--- src/include/denise_defs.svh ---
////////////////////////////////////////
// Denise playfield path constants
// Bus widths, register map and chip ID
////////////////////////////////////////

`ifndef DENISE_DEFS_SVH
`define DENISE_DEFS_SVH

// RGA carries word address bits 8:1
`define DEN_RGA_W             8
// Data bus and bitplane word
`define DEN_WORD_W            16

// Playfield resources
`define DEN_NUM_PLANES        6
`define DEN_CLUT_DEPTH        32
`define DEN_CLUT_IDX_W        5
`define DEN_PIX_IDX_W         6

// Register word addresses are byte addresses shifted right by one
`define DEN_ADDR_BPLCON0      8'h80
`define DEN_ADDR_BPLCON2      8'h82
`define DEN_ADDR_BPLDAT_BASE  8'h88
`define DEN_ADDR_COLOR_BASE   8'hC0
`define DEN_ADDR_DENISEID     8'h3E
`define DEN_ADDR_IDLE         8'hFF

// ECS Denise identifies itself with this value
`define DEN_ID_VALUE          16'hFFFC

`endif

--- src/denise_pkg.sv ---
////////////////////////////////////////
// Denise shared types
// Register select, bus write, control and colour
////////////////////////////////////////

`include "denise_defs.svh"

package denise_pkg;

  ////////////////////////////////////////
  // Register select
  ////////////////////////////////////////

  // Which register a decoded access hits
  typedef enum logic [2:0] {
    SEL_NONE,
    SEL_BPLCON0,
    SEL_BPLCON2,
    SEL_BPLDAT,
    SEL_COLOR,
    SEL_DENISEID
  } reg_sel_e;

  ////////////////////////////////////////
  // Bundles
  ////////////////////////////////////////

  // Write on its data cycle
  typedef struct packed {
    reg_sel_e                   sel;
    // Plane number or colour number
    logic [`DEN_CLUT_IDX_W-1:0] idx;
    logic [`DEN_WORD_W-1:0]     data;
  } bus_wr_t;

  // Playfield fields of BPLCON0 and BPLCON2
  typedef struct packed {
    logic [2:0] bpu;
    logic       dblpf;
    logic       pf2pri;
    logic [2:0] pf2p;
  } bpl_ctrl_t;

  // 12-bit OCS colour
  typedef struct packed {
    logic [3:0] red;
    logic [3:0] green;
    logic [3:0] blue;
  } rgb_t;

endpackage

--- src/reg_decode.sv ---
////////////////////////////////////////
// Register decode
// Samples RGA, holds playfield control fields
// and answers the DENISEID read
////////////////////////////////////////

`include "denise_defs.svh"

module reg_decode (
  input  logic                       clk,
  input  logic                       arst_n,
  input  logic [`DEN_RGA_W-1:0]      rga,
  input  logic [`DEN_WORD_W-1:0]     db_in,
  input  logic                       cfg_ecs,
  output denise_pkg::bus_wr_t        wr,
  output denise_pkg::bpl_ctrl_t      ctrl,
  output logic [`DEN_WORD_W-1:0]     db_out,
  output logic                       db_oen
);

  denise_pkg::reg_sel_e        sel_d;
  denise_pkg::reg_sel_e        sel_q;
  logic [`DEN_CLUT_IDX_W-1:0]  idx_d;
  logic [`DEN_CLUT_IDX_W-1:0]  idx_q;
  logic                        id_rd;

  ////////////////////////////////////////
  // Address cycle
  ////////////////////////////////////////

  always_comb begin
    sel_d = denise_pkg::SEL_NONE;
    // Idle slot on the bus
    if (rga == `DEN_ADDR_IDLE) begin
      sel_d = denise_pkg::SEL_NONE;
    end else if (rga == `DEN_ADDR_BPLCON0) begin
      sel_d = denise_pkg::SEL_BPLCON0;
    end else if (rga == `DEN_ADDR_BPLCON2) begin
      sel_d = denise_pkg::SEL_BPLCON2;
    end else if ({rga[`DEN_RGA_W-1:3], 3'b000} == `DEN_ADDR_BPLDAT_BASE) begin
      // BPL1DAT to BPL8DAT
      sel_d = denise_pkg::SEL_BPLDAT;
    end else if ({rga[`DEN_RGA_W-1:5], 5'b00000} == `DEN_ADDR_COLOR_BASE) begin
      // COLOR00 to COLOR31
      sel_d = denise_pkg::SEL_COLOR;
    end else if (rga == `DEN_ADDR_DENISEID) begin
      sel_d = denise_pkg::SEL_DENISEID;
    end
    // Plane number from bits 3:1, colour number from bits 5:1
    idx_d = (sel_d == denise_pkg::SEL_BPLDAT) ? {2'b00, rga[2:0]} : rga[4:0];
  end

  always_ff @(posedge clk or negedge arst_n) begin
    if (!arst_n) begin
      sel_q <= denise_pkg::SEL_NONE;
      idx_q <= '0;
    end else begin
      sel_q <= sel_d;
      idx_q <= idx_d;
    end
  end

  // Consumers write on the edge after the data cycle
  assign wr = '{sel: sel_q, idx: idx_q, data: db_in};

  ////////////////////////////////////////
  // BPLCON0 / BPLCON2
  ////////////////////////////////////////

  always_ff @(posedge clk or negedge arst_n) begin
    if (!arst_n) begin
      ctrl <= '0;
    end else begin
      if (wr.sel == denise_pkg::SEL_BPLCON0) begin
        ctrl.bpu   <= wr.data[14:12];
        ctrl.dblpf <= wr.data[10];
      end
      if (wr.sel == denise_pkg::SEL_BPLCON2) begin
        ctrl.pf2pri <= wr.data[6];
        ctrl.pf2p   <= wr.data[5:3];
      end
    end
  end

  ////////////////////////////////////////
  // DENISEID read
  ////////////////////////////////////////

  // OCS parts leave the bus floating
  assign id_rd = (sel_q == denise_pkg::SEL_DENISEID) && cfg_ecs;

  always_ff @(posedge clk or negedge arst_n) begin
    if (!arst_n) begin
      db_oen <= 1'b0;
      db_out <= '0;
    end else begin
      db_oen <= id_rd;
      db_out <= id_rd ? `DEN_ID_VALUE : '0;
    end
  end

  // Bus only driven two edges after a DENISEID address
  a_oen_after_id : assert property (@(posedge clk) disable iff (!arst_n)
    db_oen |-> ($past(rga, 2) == `DEN_ADDR_DENISEID));

endmodule

--- src/bitplane_shifter.sv ---
////////////////////////////////////////
// Bitplane shifters
// BPLxDAT holding registers, plane enables
// and the six lores pixel shifters
////////////////////////////////////////

`include "denise_defs.svh"

module bitplane_shifter (
  input  logic                        clk,
  input  logic                        arst_n,
  input  denise_pkg::bus_wr_t         wr,
  input  denise_pkg::bpl_ctrl_t       ctrl,
  output logic [`DEN_NUM_PLANES-1:0]  planes
);

  logic [`DEN_WORD_W-1:0]     bpldat_q [`DEN_NUM_PLANES];
  logic [`DEN_WORD_W-1:0]     shift_q  [`DEN_NUM_PLANES];
  logic [`DEN_NUM_PLANES:0]   run;
  logic [`DEN_NUM_PLANES-1:0] mask_d;
  logic [`DEN_NUM_PLANES-1:0] mask_q;
  logic                       bpl1_wr;
  logic                       load_q;

  ////////////////////////////////////////
  // Plane enables
  ////////////////////////////////////////

  // BPL1DAT is written last and starts the word
  assign bpl1_wr = (wr.sel == denise_pkg::SEL_BPLDAT) && (wr.idx == '0);

  always_comb begin
    // bpu ones from plane 1 up
    run = ({{`DEN_NUM_PLANES{1'b0}}, 1'b1} << ctrl.bpu) - 1'b1;
    // BPU 6 and 7 both enable all six planes
    if (ctrl.bpu >= 3'd6) begin
      mask_d = '1;
    end else begin
      mask_d = run[`DEN_NUM_PLANES-1:0];
    end
  end

  ////////////////////////////////////////
  // Holding registers
  ////////////////////////////////////////

  always_ff @(posedge clk or negedge arst_n) begin
    if (!arst_n) begin
      for (int i = 0; i < `DEN_NUM_PLANES; i++) begin
        bpldat_q[i] <= '0;
      end
      mask_q <= '0;
      load_q <= 1'b0;
    end else begin
      // BPL7DAT and BPL8DAT go nowhere
      if ((wr.sel == denise_pkg::SEL_BPLDAT) && (wr.idx < `DEN_NUM_PLANES)) begin
        bpldat_q[wr.idx[2:0]] <= wr.data;
      end
      if (bpl1_wr) begin
        mask_q <= mask_d;
      end
      load_q <= bpl1_wr;
    end
  end

  ////////////////////////////////////////
  // Shifters
  ////////////////////////////////////////

  always_ff @(posedge clk or negedge arst_n) begin
    if (!arst_n) begin
      for (int i = 0; i < `DEN_NUM_PLANES; i++) begin
        shift_q[i] <= '0;
      end
    end else begin
      for (int i = 0; i < `DEN_NUM_PLANES; i++) begin
        if (load_q) begin
          // Disabled planes load as zero
          shift_q[i] <= bpldat_q[i] & {`DEN_WORD_W{mask_q[i]}};
        end else begin
          shift_q[i] <= {shift_q[i][`DEN_WORD_W-2:0], 1'b0};
        end
      end
    end
  end

  // MSB of each shifter is the current pixel
  always_comb begin
    for (int i = 0; i < `DEN_NUM_PLANES; i++) begin
      planes[i] = shift_q[i][`DEN_WORD_W-1];
    end
  end

  // Plane mask at load time is a run of ones from plane 1
  a_mask_run : assert property (@(posedge clk) disable iff (!arst_n)
    load_q |-> ((({1'b0, mask_q} + 1'b1) & {1'b0, mask_q}) == '0));

endmodule

--- src/playfield_priority.sv ---
////////////////////////////////////////
// Playfield priority
// Plane bits to colour index in single or dual playfield mode
////////////////////////////////////////

`include "denise_defs.svh"

module playfield_priority (
  input  logic                        clk,
  input  logic                        arst_n,
  input  logic [`DEN_NUM_PLANES-1:0]  planes,
  input  denise_pkg::bpl_ctrl_t       ctrl,
  output logic [`DEN_PIX_IDX_W-1:0]   pix_idx
);

  logic [2:0]                 pf1;
  logic [2:0]                 pf2;
  logic                       pf1_vld;
  logic                       pf2_vld;
  logic [`DEN_PIX_IDX_W-1:0]  idx_d;

  ////////////////////////////////////////
  // Playfield split
  ////////////////////////////////////////

  // Odd planes form PF1, even planes PF2
  assign pf1     = {planes[4], planes[2], planes[0]};
  assign pf2     = {planes[5], planes[3], planes[1]};
  assign pf1_vld = |pf1;
  assign pf2_vld = |pf2;

  ////////////////////////////////////////
  // Index select
  ////////////////////////////////////////

  always_comb begin
    if (!ctrl.dblpf) begin
      // Undocumented OCS/ECS quirk where plane 5 forces COLOR16
      if ((ctrl.pf2p >= 3'd5) && planes[4]) begin
        idx_d = 6'd16;
      end else begin
        idx_d = planes;
      end
    end else if (ctrl.pf2pri) begin
      // PF2 in front
      if (pf2_vld) begin
        idx_d = {3'b001, pf2};
      end else if (pf1_vld) begin
        idx_d = {3'b000, pf1};
      end else begin
        idx_d = '0;
      end
    end else begin
      // PF1 in front
      if (pf1_vld) begin
        idx_d = {3'b000, pf1};
      end else if (pf2_vld) begin
        // PF2 uses colours 8 to 15
        idx_d = {3'b001, pf2};
      end else begin
        idx_d = '0;
      end
    end
  end

  always_ff @(posedge clk or negedge arst_n) begin
    if (!arst_n) begin
      pix_idx <= '0;
    end else begin
      pix_idx <= idx_d;
    end
  end

endmodule

--- src/color_lookup.sv ---
////////////////////////////////////////
// Colour look-up
// 32-entry CLUT with extra-half-brite output
////////////////////////////////////////

`include "denise_defs.svh"

module color_lookup (
  input  logic                       clk,
  input  logic                       arst_n,
  input  denise_pkg::bus_wr_t        wr,
  input  logic                       cfg_a1k,
  input  logic [`DEN_PIX_IDX_W-1:0]  pix_idx,
  output denise_pkg::rgb_t           rgb
);

  denise_pkg::rgb_t          clut_q [`DEN_CLUT_DEPTH];
  logic [`DEN_CLUT_DEPTH-1:0] valid_q;
  logic [`DEN_CLUT_IDX_W-1:0] rd_idx;
  denise_pkg::rgb_t          rd_q;
  logic                      ehb_q;

  ////////////////////////////////////////
  // CLUT write port
  ////////////////////////////////////////

  always_ff @(posedge clk) begin
    if (wr.sel == denise_pkg::SEL_COLOR) begin
      clut_q[wr.idx] <= wr.data[11:0];
    end
  end

  // Entries never written read as black
  always_ff @(posedge clk or negedge arst_n) begin
    if (!arst_n) begin
      valid_q <= '0;
    end else if (wr.sel == denise_pkg::SEL_COLOR) begin
      valid_q[wr.idx] <= 1'b1;
    end
  end

  ////////////////////////////////////////
  // Read and EHB
  ////////////////////////////////////////

  assign rd_idx = pix_idx[`DEN_CLUT_IDX_W-1:0];

  always_ff @(posedge clk or negedge arst_n) begin
    if (!arst_n) begin
      rd_q  <= '0;
      ehb_q <= 1'b0;
      rgb   <= '0;
    end else begin
      rd_q  <= valid_q[rd_idx] ? clut_q[rd_idx] : '0;
      // Sixth plane travels alongside the read
      ehb_q <= pix_idx[`DEN_PIX_IDX_W-1];
      // A1000 Denise has no half-brite
      if (ehb_q && !cfg_a1k) begin
        rgb <= '{red:   {1'b0, rd_q.red[3:1]},
                 green: {1'b0, rd_q.green[3:1]},
                 blue:  {1'b0, rd_q.blue[3:1]}};
      end else begin
        rgb <= rd_q;
      end
    end
  end

  a_color_idx : assert property (@(posedge clk) disable iff (!arst_n)
    (wr.sel == denise_pkg::SEL_COLOR) |-> (wr.idx < `DEN_CLUT_DEPTH));

endmodule

--- src/denise_video.sv ---
////////////////////////////////////////
// Denise playfield video path
// Register decode, shifters, priority, CLUT
////////////////////////////////////////

`include "denise_defs.svh"

module denise_video (
  input  logic                    clk,
  input  logic                    arst_n,
  input  logic                    cfg_ecs,
  input  logic                    cfg_a1k,
  input  logic [`DEN_RGA_W-1:0]   rga,
  input  logic [`DEN_WORD_W-1:0]  db_in,
  output logic [`DEN_WORD_W-1:0]  db_out,
  output logic                    db_oen,
  output denise_pkg::rgb_t        rgb
);

  denise_pkg::bus_wr_t         wr;
  denise_pkg::bpl_ctrl_t       ctrl;
  logic [`DEN_NUM_PLANES-1:0]  planes;
  logic [`DEN_PIX_IDX_W-1:0]   pix_idx;

  reg_decode u_reg_decode (
    .clk     (clk),
    .arst_n  (arst_n),
    .rga     (rga),
    .db_in   (db_in),
    .cfg_ecs (cfg_ecs),
    .wr      (wr),
    .ctrl    (ctrl),
    .db_out  (db_out),
    .db_oen  (db_oen)
  );

  bitplane_shifter u_bitplane_shifter (
    .clk    (clk),
    .arst_n (arst_n),
    .wr     (wr),
    .ctrl   (ctrl),
    .planes (planes)
  );

  playfield_priority u_playfield_priority (
    .clk     (clk),
    .arst_n  (arst_n),
    .planes  (planes),
    .ctrl    (ctrl),
    .pix_idx (pix_idx)
  );

  color_lookup u_color_lookup (
    .clk     (clk),
    .arst_n  (arst_n),
    .wr      (wr),
    .cfg_a1k (cfg_a1k),
    .pix_idx (pix_idx),
    .rgb     (rgb)
  );

endmodule

--- config.mk ---
export PLATFORM = sky130hd
export DESIGN_NAME = denise_video
export DESIGN_NICKNAME = d
export VERILOG_FILES = /design/src/denise_pkg.sv /design/src/reg_decode.sv /design/src/bitplane_shifter.sv /design/src/playfield_priority.sv /design/src/color_lookup.sv /design/src/denise_video.sv
export VERILOG_INCLUDE_DIRS = /design/src /design/src/include
export SDC_FILE = /design/constraint.sdc
export NUM_CORES = 1
export LEC_CHECK = 0
export BUFFER_PORTS_ARGS = -buffer_cell sky130_fd_sc_hd__buf_2
export CORE_MARGIN = 2
export CORE_UTILIZATION = 44
export DETAILED_ROUTE_END_ITERATION = 10
export GPL_TIMING_DRIVEN = 0
export HOLD_SLACK_MARGIN = 0.08
export SLEW_MARGIN = 20
export SYNTH_ARGS = -nofsm -noshare
export SYNTH_HDL_FRONTEND = slang
export SYNTH_SLANG_ARGS = --single-unit
--- constraint.sdc ---
create_clock -name clk -period 2.81 [get_ports clk]
set_input_delay 0.843 -clock clk [delete_from_list [all_inputs] [get_ports clk]]
set_output_delay 0.843 -clock clk [all_outputs]
set_load 0.1 [all_outputs]
==> results of run 1 <==
==> worst reg2reg max path, cell delays in order, from the launching register on <==
cell	delay (ps)
dfrtp_1	450
nor3b_1	480
nand3_1	570
nor2_2	910
==> power breakdown <==
group          switching (mW)  internal [mW]
Sequential             0.0975           10.5
Clock                    3.72           5.50
Combinational           0.446          0.193
==> per-stage QoR <==
stage,utilization [%],instances
detailed placement,46.9,2417
global route,50.9,2541
global placement,46.6,2413
finish,50.9,2542
floorplan,-,1594
CTS,50.9,2543
==> sequential cells by signal, indices dropped and copies added (netlist names) <==
register                      flops
u_bitplane_shifter.shift_q       90
u_reg_decode.ctrl                 8
u_color_lookup.valid_q           32
u_bitplane_shifter.bpldat_q      96
u_color_lookup.rd_q              12
u_playfield_priority.pix_idx      6
u_color_lookup.clut_q           384
u_reg_decode.idx_q                5
u_bitplane_shifter.planes         6
u_color_lookup.rgb               12
u_reg_decode.sel_q                3
u_reg_decode.db_out               1
u_bitplane_shifter.load_q         1
u_bitplane_shifter.mask_q         6
u_color_lookup.ehb_q              1
==> logic make-up (layout without fill, tap and decap cells) <==
logic type	after synthesis	in the layout	synth area share [%]
AOI/OAI and AO/OA	219	219	5.80
buffers and inverters	193	375	3.39
DFF	663	663	72.2
muxes	270	270	13.9
other	1	3	0.0146
and+or+nand+nor	247	247	4.70
==> worst paths after layout <==
check	startpoint	endpoint	depth (start not counted)
max	u_reg_decode.sel_q[0]	u_color_lookup.clut_q[23][3]	3
min	rga[2]	u_reg_decode.idx_q[2]	1
max reg2reg	u_reg_decode.sel_q[0]	u_color_lookup.clut_q[23][3]	3
min reg2reg	u_color_lookup.valid_q[12]	u_color_lookup.valid_q[12]	1
max in group asynchronous	arst_n	u_bitplane_shifter.shift_q[43]	4
min in group asynchronous	arst_n	u_color_lookup.rd_q[5]	2
==> cell usage after synthesis (6+ instances only) <==
cell type / count / area [sq um]
a221oi_1: 48 / 420
a22oi_1: 12 / 90.1
and2_1: 11 / 68.8
and3_1: 6 / 37.5
buf_2: 18 / 90.1
buf_4: 24 / 180
clkbuf_1: 50 / 188
dfrtp_1: 279 / 6980
edfxtp_1: 384 / 11500
inv_1: 94 / 353
mux2_2: 107 / 1200
mux2_4: 9 / 135
mux2i_1: 100 / 1000
mux4_2: 54 / 1220
nand2_1: 105 / 394
nand3_1: 17 / 85.1
nand3b_1: 7 / 52.6
nor2_1: 39 / 146
o211a_1: 12 / 120
o21a_1: 14 / 105
o21ai_0: 112 / 561
o32a_1: 12 / 120
or2_2: 33 / 206
==> routing by layer <==
metal  vias to the layer above  track usage [%]  part of all wire, %
met5                         -                0                0.014
met4                         2             6.36                  2.8
met3                        94             3.22                  5.0
met2                       384             30.2                   46
met1                      7199             28.6                   46
li1                       6144                -                    -
==> cell usage in the layout (no fill, tap or decap), types with 5 or more instances in the layout <==
cell / count
buf_2: 69
nand3b_1: 7
clkbuf_2: 6
nand3_1: 17
and2_1: 11
dfrtp_1: 278
mux2i_1: 100
and3_1: 6
clkbuf_1: 58
o211a_1: 12
nor2_1: 7
bufinv_16: 6
o21a_1: 14
clkinv_2: 9
mux4_2: 54
nand2_1: 105
o32a_1: 12
buf_4: 24
or2_2: 33
inv_1: 94
clkinv_1: 9
edfxtp_1: 384
clkbuf_8: 5
o21ai_0: 112
mux2_4: 9
clkbuf_16: 74
mux2_2: 107
a22oi_1: 12
a221oi_1: 47
nor2_2: 34
==> final cells by class <==
| class | instances | share of cell area (%) |
|---|---|---|
| diodes | 1 | 0.00851 |
| plain buffers | 95 | 1.77 |
| clock buffers | 96 | 6.75 |
| clock inverters | 30 | 1.07 |
| inverters | 95 | 1.23 |
| multi-input cells | 738 | 21.6 |
| flip-flops and latches | 663 | 63.0 |
| well taps | 765 | 3.26 |
| repair buffers | 59 | 1.32 |
==> what timing repair did <==
action,in CTS,in global routing
endpoints found under the setup margin,11,91
pin swaps,0,0
buffers inserted,0,0
gates resized for setup,4,15
hold buffers,1,0
endpoints found under the hold margin,19,0
==> results.ini, run 1 <==
[global_route]
grt_pass1_vias=14000
grt_usage_pct=19.6
grt_max_degree=96
overflow=0
grt_antenna_before_repair=3
grt_pass1_wl_microns=87500

[finish]
fin_area_sq_um=29400
nets=1750
seq_area_sq_um=18500
synthToLayoutAreaGrowth_pct=14.7
drive_above_1_share_pct=25.6
multiInputGateArea_sq_um=6350
fillers=4857

[worst_hold_path]
min_path_type=input pin to flip-flop

[sta]
fin_ws_ps=25.3
setup_viol=0
fmax_mhz=359
holdWs_ps=416
setup_tns_ps=0
fin_crit_sh_pct=99.1
finalCriticalPeriod_ps=2780
rsz0062_at_grt=true
maxSlewViolCount=0
worst_clock_skew_ps=26.5
finalHoldViolations=0
slew_headroom_pct=28.8
tightest_slew_ps=1070

[setup_path]
cp_top_family=simple AND/OR/NAND/NOR gates
critPathMaxStageDelay_ps=910
worst-setup-path-type=flip-flop to flip-flop
path_buf_inv=0
cp_max_fo=13
critPathLaunchType=flip-flop
worstPathArrival_ps=3010
path_cells=nor3b_1 > nand3_1 > nor2_2
required_ps=3030
reg2reg_slack_ps=30
cp_slowest_cell=nor2_2
critical_path.endpoint_type=flip-flop

[synthesis]
synth_warnings=0
async_flop_share_pct=42.1
avgSynthCellArea_sq_um=16.1
synth_cells=1593
seq_area_frac_synth_pct=72.2
synth_flop_cell=edfxtp_1
syn_area_sq_um=25600
ys_seq_elements=663
synth_edf_count=384
ys_types=48

[job]
cap_violations=0

[floorplan]
io_pins=57
dieArea_sq_um=60200
start_util_pct=44.4
die_y_microns=245
core_area_sq_um=57700
die_w_microns=245
num_rows=88

[clock_network]
cts_tree=yes
htreeDepth=3
clk_pin_slew_ps=60
clk_latency_ps=610
numCtsBuffers=70
cts_buffer_depth=3
root_buffer=clkbuf_16
cts.sink_count=663

[route]
drt_pass1_iterations=6
wl_per_cell_microns=22.7
vias=13800
drt-total-wl_microns=57700
drtIter0Drc=1182
ant_nets=0
viasPerCell=5.44
drcViolationCount=0

[power]
p_leak_nw=11.1
p_total_mw=20.4
peakVddDrop_uv=418
powerDensity_nw_per_um2=696

[outcome]
status=complete, no violations

[place]
dp_hpwl_microns=35700
dp_slack_ps=-232
io_buffers=54
gp_congestion=0.909
post_dp_cell_area_sq_um=27100

(Power assumes the default switching activity.)
==> run 2, diff against run 1 <==
--- a/config.mk
+++ b/config.mk
@@ -12,6 +12,7 @@
 export DETAILED_ROUTE_END_ITERATION = 10
 export GPL_TIMING_DRIVEN = 0
 export HOLD_SLACK_MARGIN = 0.08
+export MAX_ROUTING_LAYER = met4
 export SLEW_MARGIN = 20
 export SYNTH_ARGS = -nofsm -noshare
 export SYNTH_HDL_FRONTEND = slang
==> run 2 against run 1 <==
Compared with the run above:
- register-to-register slack about the same
- highest routed layer is now met4
- sequential share of layout area about the same
- clock-buffer cell count unchanged
- maximum frequency increased by 0.22%
- largest cell class unchanged
- critical path depth unchanged
- cell area about the same
- core utilization about the same
- first-iteration DRC count increased by 2.4%
- flip-flop and latch count unchanged
- via count decreased by 0.26%
==> results.ini, run 2 (synthesis results as in run 1) <==
[global_route]
grt_pass1_vias=14000  ; -0.19%
overflow=0  ; unchanged
grt_pass1_wl_microns=87600  ; +0.13%
grt_usage_pct=20.2  ; +0.62 points
grt_antenna_before_repair=3  ; unchanged
grt_max_degree=96  ; unchanged

[floorplan]
core_area_sq_um=57700  ; unchanged
die_w_microns=245  ; unchanged
io_pins=57  ; unchanged
dieArea_sq_um=60200  ; unchanged
num_rows=88  ; unchanged
start_util_pct=44.4  ; unchanged
die_y_microns=245  ; unchanged

[route]
vias=13800  ; -0.26%
drcViolationCount=0  ; unchanged
drt_pass1_iterations=7  ; +1
wl_per_cell_microns=22.7  ; about the same
drtIter0Drc=1210  ; +2.4%
ant_nets=0  ; unchanged
viasPerCell=5.42  ; -0.30%
drt-total-wl_microns=57700  ; +0.12%

[sta]
tightest_slew_ps=1070  ; +1.21 ps
fmax_mhz=360  ; +0.22%
setup_viol=0  ; unchanged
worst_clock_skew_ps=21.6  ; -4.89 ps
slew_headroom_pct=28.7  ; -0.081 points
holdWs_ps=414  ; -1.88 ps
finalCriticalPeriod_ps=2780  ; -6.00 ps
maxSlewViolCount=0  ; unchanged
fin_crit_sh_pct=98.9  ; -0.21 points
finalHoldViolations=0  ; unchanged
rsz0062_at_grt=true

[worst_hold_path]
min_path_type=input pin to flip-flop

[power]
powerDensity_nw_per_um2=695  ; about the same
p_leak_nw=11.1  ; about the same
peakVddDrop_uv=418  ; about the same

[place]
io_buffers=54  ; unchanged
gp_congestion=0.925  ; +1.8%
dp_hpwl_microns=35700  ; unchanged
post_dp_cell_area_sq_um=27100  ; unchanged

[setup_path]
reg2reg_slack_ps=30  ; about the same
critical_path.endpoint_type=flip-flop
cp_slowest_cell=nor2_2
worstSetupEndpoint=u_color_lookup.clut_q[10][6]
r2r_end=u_color_lookup.clut_q[10][6]
cp.depth=3  ; unchanged
path_cells=nor3b_1 > nand3b_1 > nor2_2
critPathLaunch=u_reg_decode.sel_q[0]
critPathLaunchType=flip-flop
worst-setup-path-type=flip-flop to flip-flop
cp_max_fo=13  ; unchanged
required_ps=3030  ; about the same
regToRegStartpoint=u_reg_decode.sel_q[0]
cp_top_family=simple AND/OR/NAND/NOR gates
r2r_cells=3  ; unchanged
critPathMaxStageDelay_ps=880  ; -30 ps
path_buf_inv=0  ; unchanged
worstPathArrival_ps=3000  ; about the same

[job]
cap_violations=0  ; unchanged

[finish]
layout_commonest_cell=edfxtp_1
fin_area_sq_um=29400  ; about the same
nets=1751  ; +0.057%
largest_reg_flops=384  ; unchanged
drive_above_1_share_pct=25.6  ; about the same
top_register=u_color_lookup.clut_q
reg.largest.list=u_color_lookup.clut_q (384), u_bitplane_shifter.bpldat_q (96), u_bitplane_shifter.shift_q (90)
layout_common_cells=edfxtp_1 (384), dfrtp_1 (278), o21ai_0 (112)
utilization_pct=51.0  ; about the same
synthToLayoutAreaGrowth_pct=14.7  ; about the same

[clock_network]
cts_buffer_depth=3  ; unchanged
htreeDepth=3  ; unchanged
clk_pin_slew_ps=60  ; about the same
cts.sink_count=663  ; unchanged
numCtsBuffers=70  ; unchanged
root_buffer=clkbuf_16
post_cts_buffers=0  ; unchanged
clk_latency_ps=610  ; about the same
cts_tree=yes

[outcome]
status=complete, no violations

run 2: changes by cell type in the layout (fill, tap and decap cells not counted):
cell      delta
clkbuf_2     -1
clkbuf_4     +2
clkbuf_1     +1
nor2_2       -1
buf_2        -1
nor2_4       +1
run 2: through the flow:
| stage | TNS [ps] | worst slack [ps] | cells | power (mW) |
|---|---|---|---|---|
| after floorplan | 0 | 427 | 1594 | 11.1 |
| after global placement | -1168560 | -4170 | 2413 | 11.4 |
| after detailed placement | -1680 | -232 | 2417 | 11.4 |
| after CTS | 0 | 5.00 | 2543 | 20.6 |
| after global routing | -6940 | -97.8 | 2543 | 21.1 |
| final | 0 | 31.4 | 2543 | 20.4 |
run 2: how the worst min path moves through the flow:
stage	start	slack (ps)	endpoint	cells after the start
detailed placement	u_color_lookup.valid_q[12]	450	u_color_lookup.valid_q[12]	1
finish	rga[2]	410	u_reg_decode.idx_q[2]	1
global route	rga[2]	390	u_reg_decode.idx_q[2]	1
floorplan	u_playfield_priority.pix_idx[5]	330	u_color_lookup.ehb_q	0
global placement	u_color_lookup.valid_q[6]	450	u_color_lookup.valid_q[6]	1
CTS	rga[2]	380	u_reg_decode.idx_q[2]	1
run 2: worst reg2reg max path, cell delays in order, from the launching register on:
cell and delay (ps):
dfrtp_1 440, nor3b_1 470, nand3b_1 600, nor2_2 890
run 2: where the power goes:
part / internal (mW) / leakage [nW] / switching [mW] / total, mW
registers: 10.5 / 7.22 / 0.0973 / 10.6
clock network: 5.50 / 1.12 / 3.72 / 9.22
logic: 0.193 / 2.73 / 0.447 / 0.640
run 2: layer usage:
layer / global-route usage (%) / share of wire [%] / vias up
met2: 30.2 / 46 / 370
met3: 3.22 / 4.9 / 113
met5: - / 0 / -
li1: - / - / 6145
met4: 6.36 / 3.0 / 0
met1: 28.7 / 46 / 7159
run 2: area by class of cell:
| cell class | instances | area, sq um |
|---|---|---|
| timing repair buffer | 59 | 388 |
| clock inverter | 30 | 315 |
| clock buffer | 96 | 1980 |
| fill | 4855 | 28300 |
| sequential | 663 | 18500 |
| antenna | 1 | 2.50 |
| tap | 765 | 957 |
| buffer | 96 | 529 |
| multi-input combinational | 738 | 6350 |
| inverter | 95 | 360 |
run 2: repair_timing:
action | CTS | global route
resized for setup | 4 | 17
endpoints found under the setup margin | 11 | 118
hold endpoints to repair | 19 | 0
hold buffers | 1 | 0
cloned | 0 | 0
==> run 3, diff against run 2 <==
--- a/config.mk
+++ b/config.mk
@@ -8,12 +8,14 @@
 export LEC_CHECK = 0
 export BUFFER_PORTS_ARGS = -buffer_cell sky130_fd_sc_hd__buf_2
 export CORE_MARGIN = 2
-export CORE_UTILIZATION = 44
+export CORE_UTILIZATION = 30
 export DETAILED_ROUTE_END_ITERATION = 10
 export GPL_TIMING_DRIVEN = 0
 export HOLD_SLACK_MARGIN = 0.08
 export MAX_ROUTING_LAYER = met4
+export SETUP_SLACK_MARGIN = 0.1
 export SLEW_MARGIN = 20
 export SYNTH_ARGS = -nofsm -noshare
 export SYNTH_HDL_FRONTEND = slang
+export SYNTH_HIERARCHICAL = 1
 export SYNTH_SLANG_ARGS = --single-unit
==> run 3 against run 2 <==
Compared with the run above:
- via count grew 2.0%
- hold slack lost 290 ps
- global-route usage shrank 6.2 points
- core utilization shrank 16 points
- clock-buffer cell count grew 1
- maximum frequency grew 0.30%
- flip-flop and latch count is the same
- die area grew 48%
- area after synthesis grew 1.8%
==> results.ini, run 3 <==
[outcome]
status=complete, no violations

[finish]
final_cells=2951  ; +16%
drive_above_1_share_pct=26.4  ; +0.84 points
synthToLayoutAreaGrowth_pct=15.9
layout_common_cells=edfxtp_1 (384), dfrtp_1 (278), mux2_2 (114)
layout_commonest_cell=edfxtp_1
antenna_cells=0  ; -1
largest_reg_flops=384  ; unchanged
fillers=8312  ; +71%
nets=1771  ; +1.1%
seq_area_sq_um=18500  ; unchanged
top_register=u_color_lookup/clut_q
fin_area_sq_um=30200  ; +2.8%
multiInputGateArea_sq_um=6570  ; +3.4%
reg.largest.list=u_color_lookup/clut_q (384), u_bitplane_shifter/bpldat_q (96), u_bitplane_shifter/shift_q (90)

[synthesis]
avgSynthCellArea_sq_um=16.1  ; -0.11%
ys_seq_elements=663  ; unchanged
synth_cells=1623  ; +1.9%
yosys-top-cells-count=edfxtp_1 (384), dfrtp_1 (279), mux2_2 (114)
async_flop_share_pct=42.1  ; unchanged
synth_edf_count=384  ; unchanged
synth_flop_cell=edfxtp_1
synth_compound_area_share_pct=5.78  ; -0.019 points
synthTopCellsByArea=edfxtp_1 (44%), dfrtp_1 (27%), mux2_2 (4.9%), mux4_2 (4.6%), mux2i_1 (3.9%)
ys_types=59  ; +23%
synthMuxAreaShare_pct=13.6  ; -0.26 points
seq_area_frac_synth_pct=71.0  ; -1.3 points
synth_xor_area_share_pct=0  ; unchanged
yosysTopAreaCell=edfxtp_1
synth_top_family_by_area=multiplexers
synth_top_area_share_pct=44.2  ; -0.78 points
synth-simple-area-share_pct=5.17  ; +0.47 points
syn_area_sq_um=26100  ; +1.8%
synth_warnings=6  ; +6
yosysMostFrequentCell=edfxtp_1
yosys.area_share.adder_pct=0  ; unchanged

[route]
ant_nets=0  ; unchanged
drt-total-wl_microns=60500  ; +4.8%
drt_pass1_iterations=5  ; -2
drtIter0Drc=1239  ; +2.4%
vias=14100  ; +2.0%
wl_per_cell_microns=20.5  ; -9.7%
viasPerCell=4.76  ; -12%
drcViolationCount=0  ; unchanged

[setup_path]
critPathMaxStageDelay_ps=840  ; -40 ps
path_cells=nor4b_1 > nand2_1 > nor2_2
worst-setup-path-type=flip-flop to flip-flop
critPathLaunchType=flip-flop
cp_slowest_cell=nor2_2
critical_path.endpoint_type=flip-flop
cp_max_fo=13  ; unchanged
required_ps=3030  ; about the same
worstPathArrival_ps=3000  ; about the same

[global_route]
grt_pass1_vias=14400  ; +2.7%
grt_max_degree=92  ; -4.2%
grt_usage_pct=14.0  ; -6.2 points
grt_antenna_before_repair=1  ; -2
overflow=0  ; unchanged
grt_pass1_wl_microns=91300  ; +4.2%

[floorplan]
die_y_microns=299  ; +22%
start_util_pct=30.2  ; -14 points
die_w_microns=299  ; +22%
core_area_sq_um=86500  ; +50%
dieArea_sq_um=89300  ; +48%
num_rows=108  ; +23%
io_pins=57  ; unchanged

[place]
numPlacedInstances=2828  ; +17%
io_buffers=46  ; -15%
dp_hpwl_microns=37800  ; +5.9%
dp_slack_ps=-79.2  ; +153 ps
gp_congestion=0.822  ; -11%
post_dp_cell_area_sq_um=27900  ; +3.2%

[sta]
fmax_mhz=361  ; +0.30%
worst_clock_skew_ps=27.5  ; +5.91 ps
maxSlewViolCount=0  ; unchanged
fin_crit_sh_pct=98.6  ; -0.30 points
holdWs_ps=120  ; -295 ps
rsz0062_at_grt=true
setup_viol=0  ; unchanged
tightest_slew_ps=1110  ; +44.9 ps
fin_ws_ps=39.7  ; +8.32 ps
finalCriticalPeriod_ps=2770  ; -8.32 ps
slew_headroom_pct=25.7  ; -3.0 points
finalHoldViolations=0  ; unchanged

[clock_network]
numCtsBuffers=68  ; -2.9%
cts.sink_count=663  ; unchanged
root_buffer=clkbuf_16
clk_pin_slew_ps=60  ; about the same
cts_hold_buf=0  ; -1
post_cts_buffers=0  ; unchanged
cts_buffer_depth=3  ; unchanged
htreeDepth=3  ; unchanged
cts_tree=yes
clk_latency_ps=610  ; about the same

[power]
powerDensity_nw_per_um2=670  ; -3.7%
p_leak_nw=11.1  ; about the same
p_total_mw=20.2  ; -0.98%
peakVddDrop_uv=392  ; -6.1%

[worst_hold_path]
min_path_type=input pin to async pin

[job]
cap_violations=0  ; unchanged

-- run 3: cell types whose count changed in the layout (fill, tap and decap cells not counted), sizes merged, moves of 4 or more --
cell / change
a21oi: +4
buf: +26
clkbuf: -6
nand2: -7
nand3: +4
o21ai: -8
-- run 3: through the flow --
step | TNS (ps) | utilization, %
CTS | 0 | 34.9
floorplan | 0 | -
global placement | -1131880 | 32.1
finish | 0 | 35.0
detailed placement | -1480 | 32.3
global route | -10180 | 35.0
-- run 3: cells by family (layout without fill, tap and decap cells) --
kind of cell,after synthesis,count (layout)
simple gates,247,247
compound gates,220,220
buf+inv,220,392
flops,663,663
mux,272,272
other cells,1,2
-- run 3: final timing paths --
path,slack [ps],cells past startpoint,start,to
worst max-delay path,40,3,u_reg_decode/sel_q[2],u_color_lookup/clut_q[14][5]
worst min-delay path,120,1,arst_n,u_bitplane_shifter/shift_q[90]
worst max register to register,40,3,u_reg_decode/sel_q[2],u_color_lookup/clut_q[14][5]
worst min register to register,470,1,u_color_lookup/valid_q[24],u_color_lookup/valid_q[24]
max in group asynchronous,1600,3,arst_n,u_color_lookup/rgb[5]
min in group clk,390,1,rga[0],u_reg_decode/idx_q[0]
-- run 3: layout make-up --
class	count	area share (%)
Clock inverter	26	0.844
Buffer	123	2.65
Tap cell	1155	4.78
Inverter	97	1.20
Clock buffer	97	6.47
Timing Repair Buffer	49	1.07
Multi-Input combinational cell	741	21.7
Sequential cell	663	61.2
-- run 3: critical path, delay by kind of cell, from the launching register on --
kind | cells | cell delay, ps
AND/OR/NAND/NOR | 3 | 1760
flip-flops | 1 | 620
-- run 3: where the power goes --
| part | internal [mW] | switching [mW] |
|---|---|---|
| Sequential | 10.5 | 0.120 |
| Clock | 5.23 | 3.68 |
| Combinational | 0.225 | 0.487 |
-- run 3: repair_timing --
action | 4_1_cts | 5_1_grt
pin swaps | 0 | 2
endpoints found under the setup margin | 68 | 385
resized for setup | 6 | 16
gates cloned | 0 | 0
-- run 3: layer usage --
metal / part of all wire [%] / track usage (%) / routed length, microns
met4: 2.7 / 4.31 / 1650
met2: 45 / 20.7 / 27500
met3: 6.1 / 3.03 / 3690
met5: 0 / - / 0
met1: 46 / 19.3 / 27700
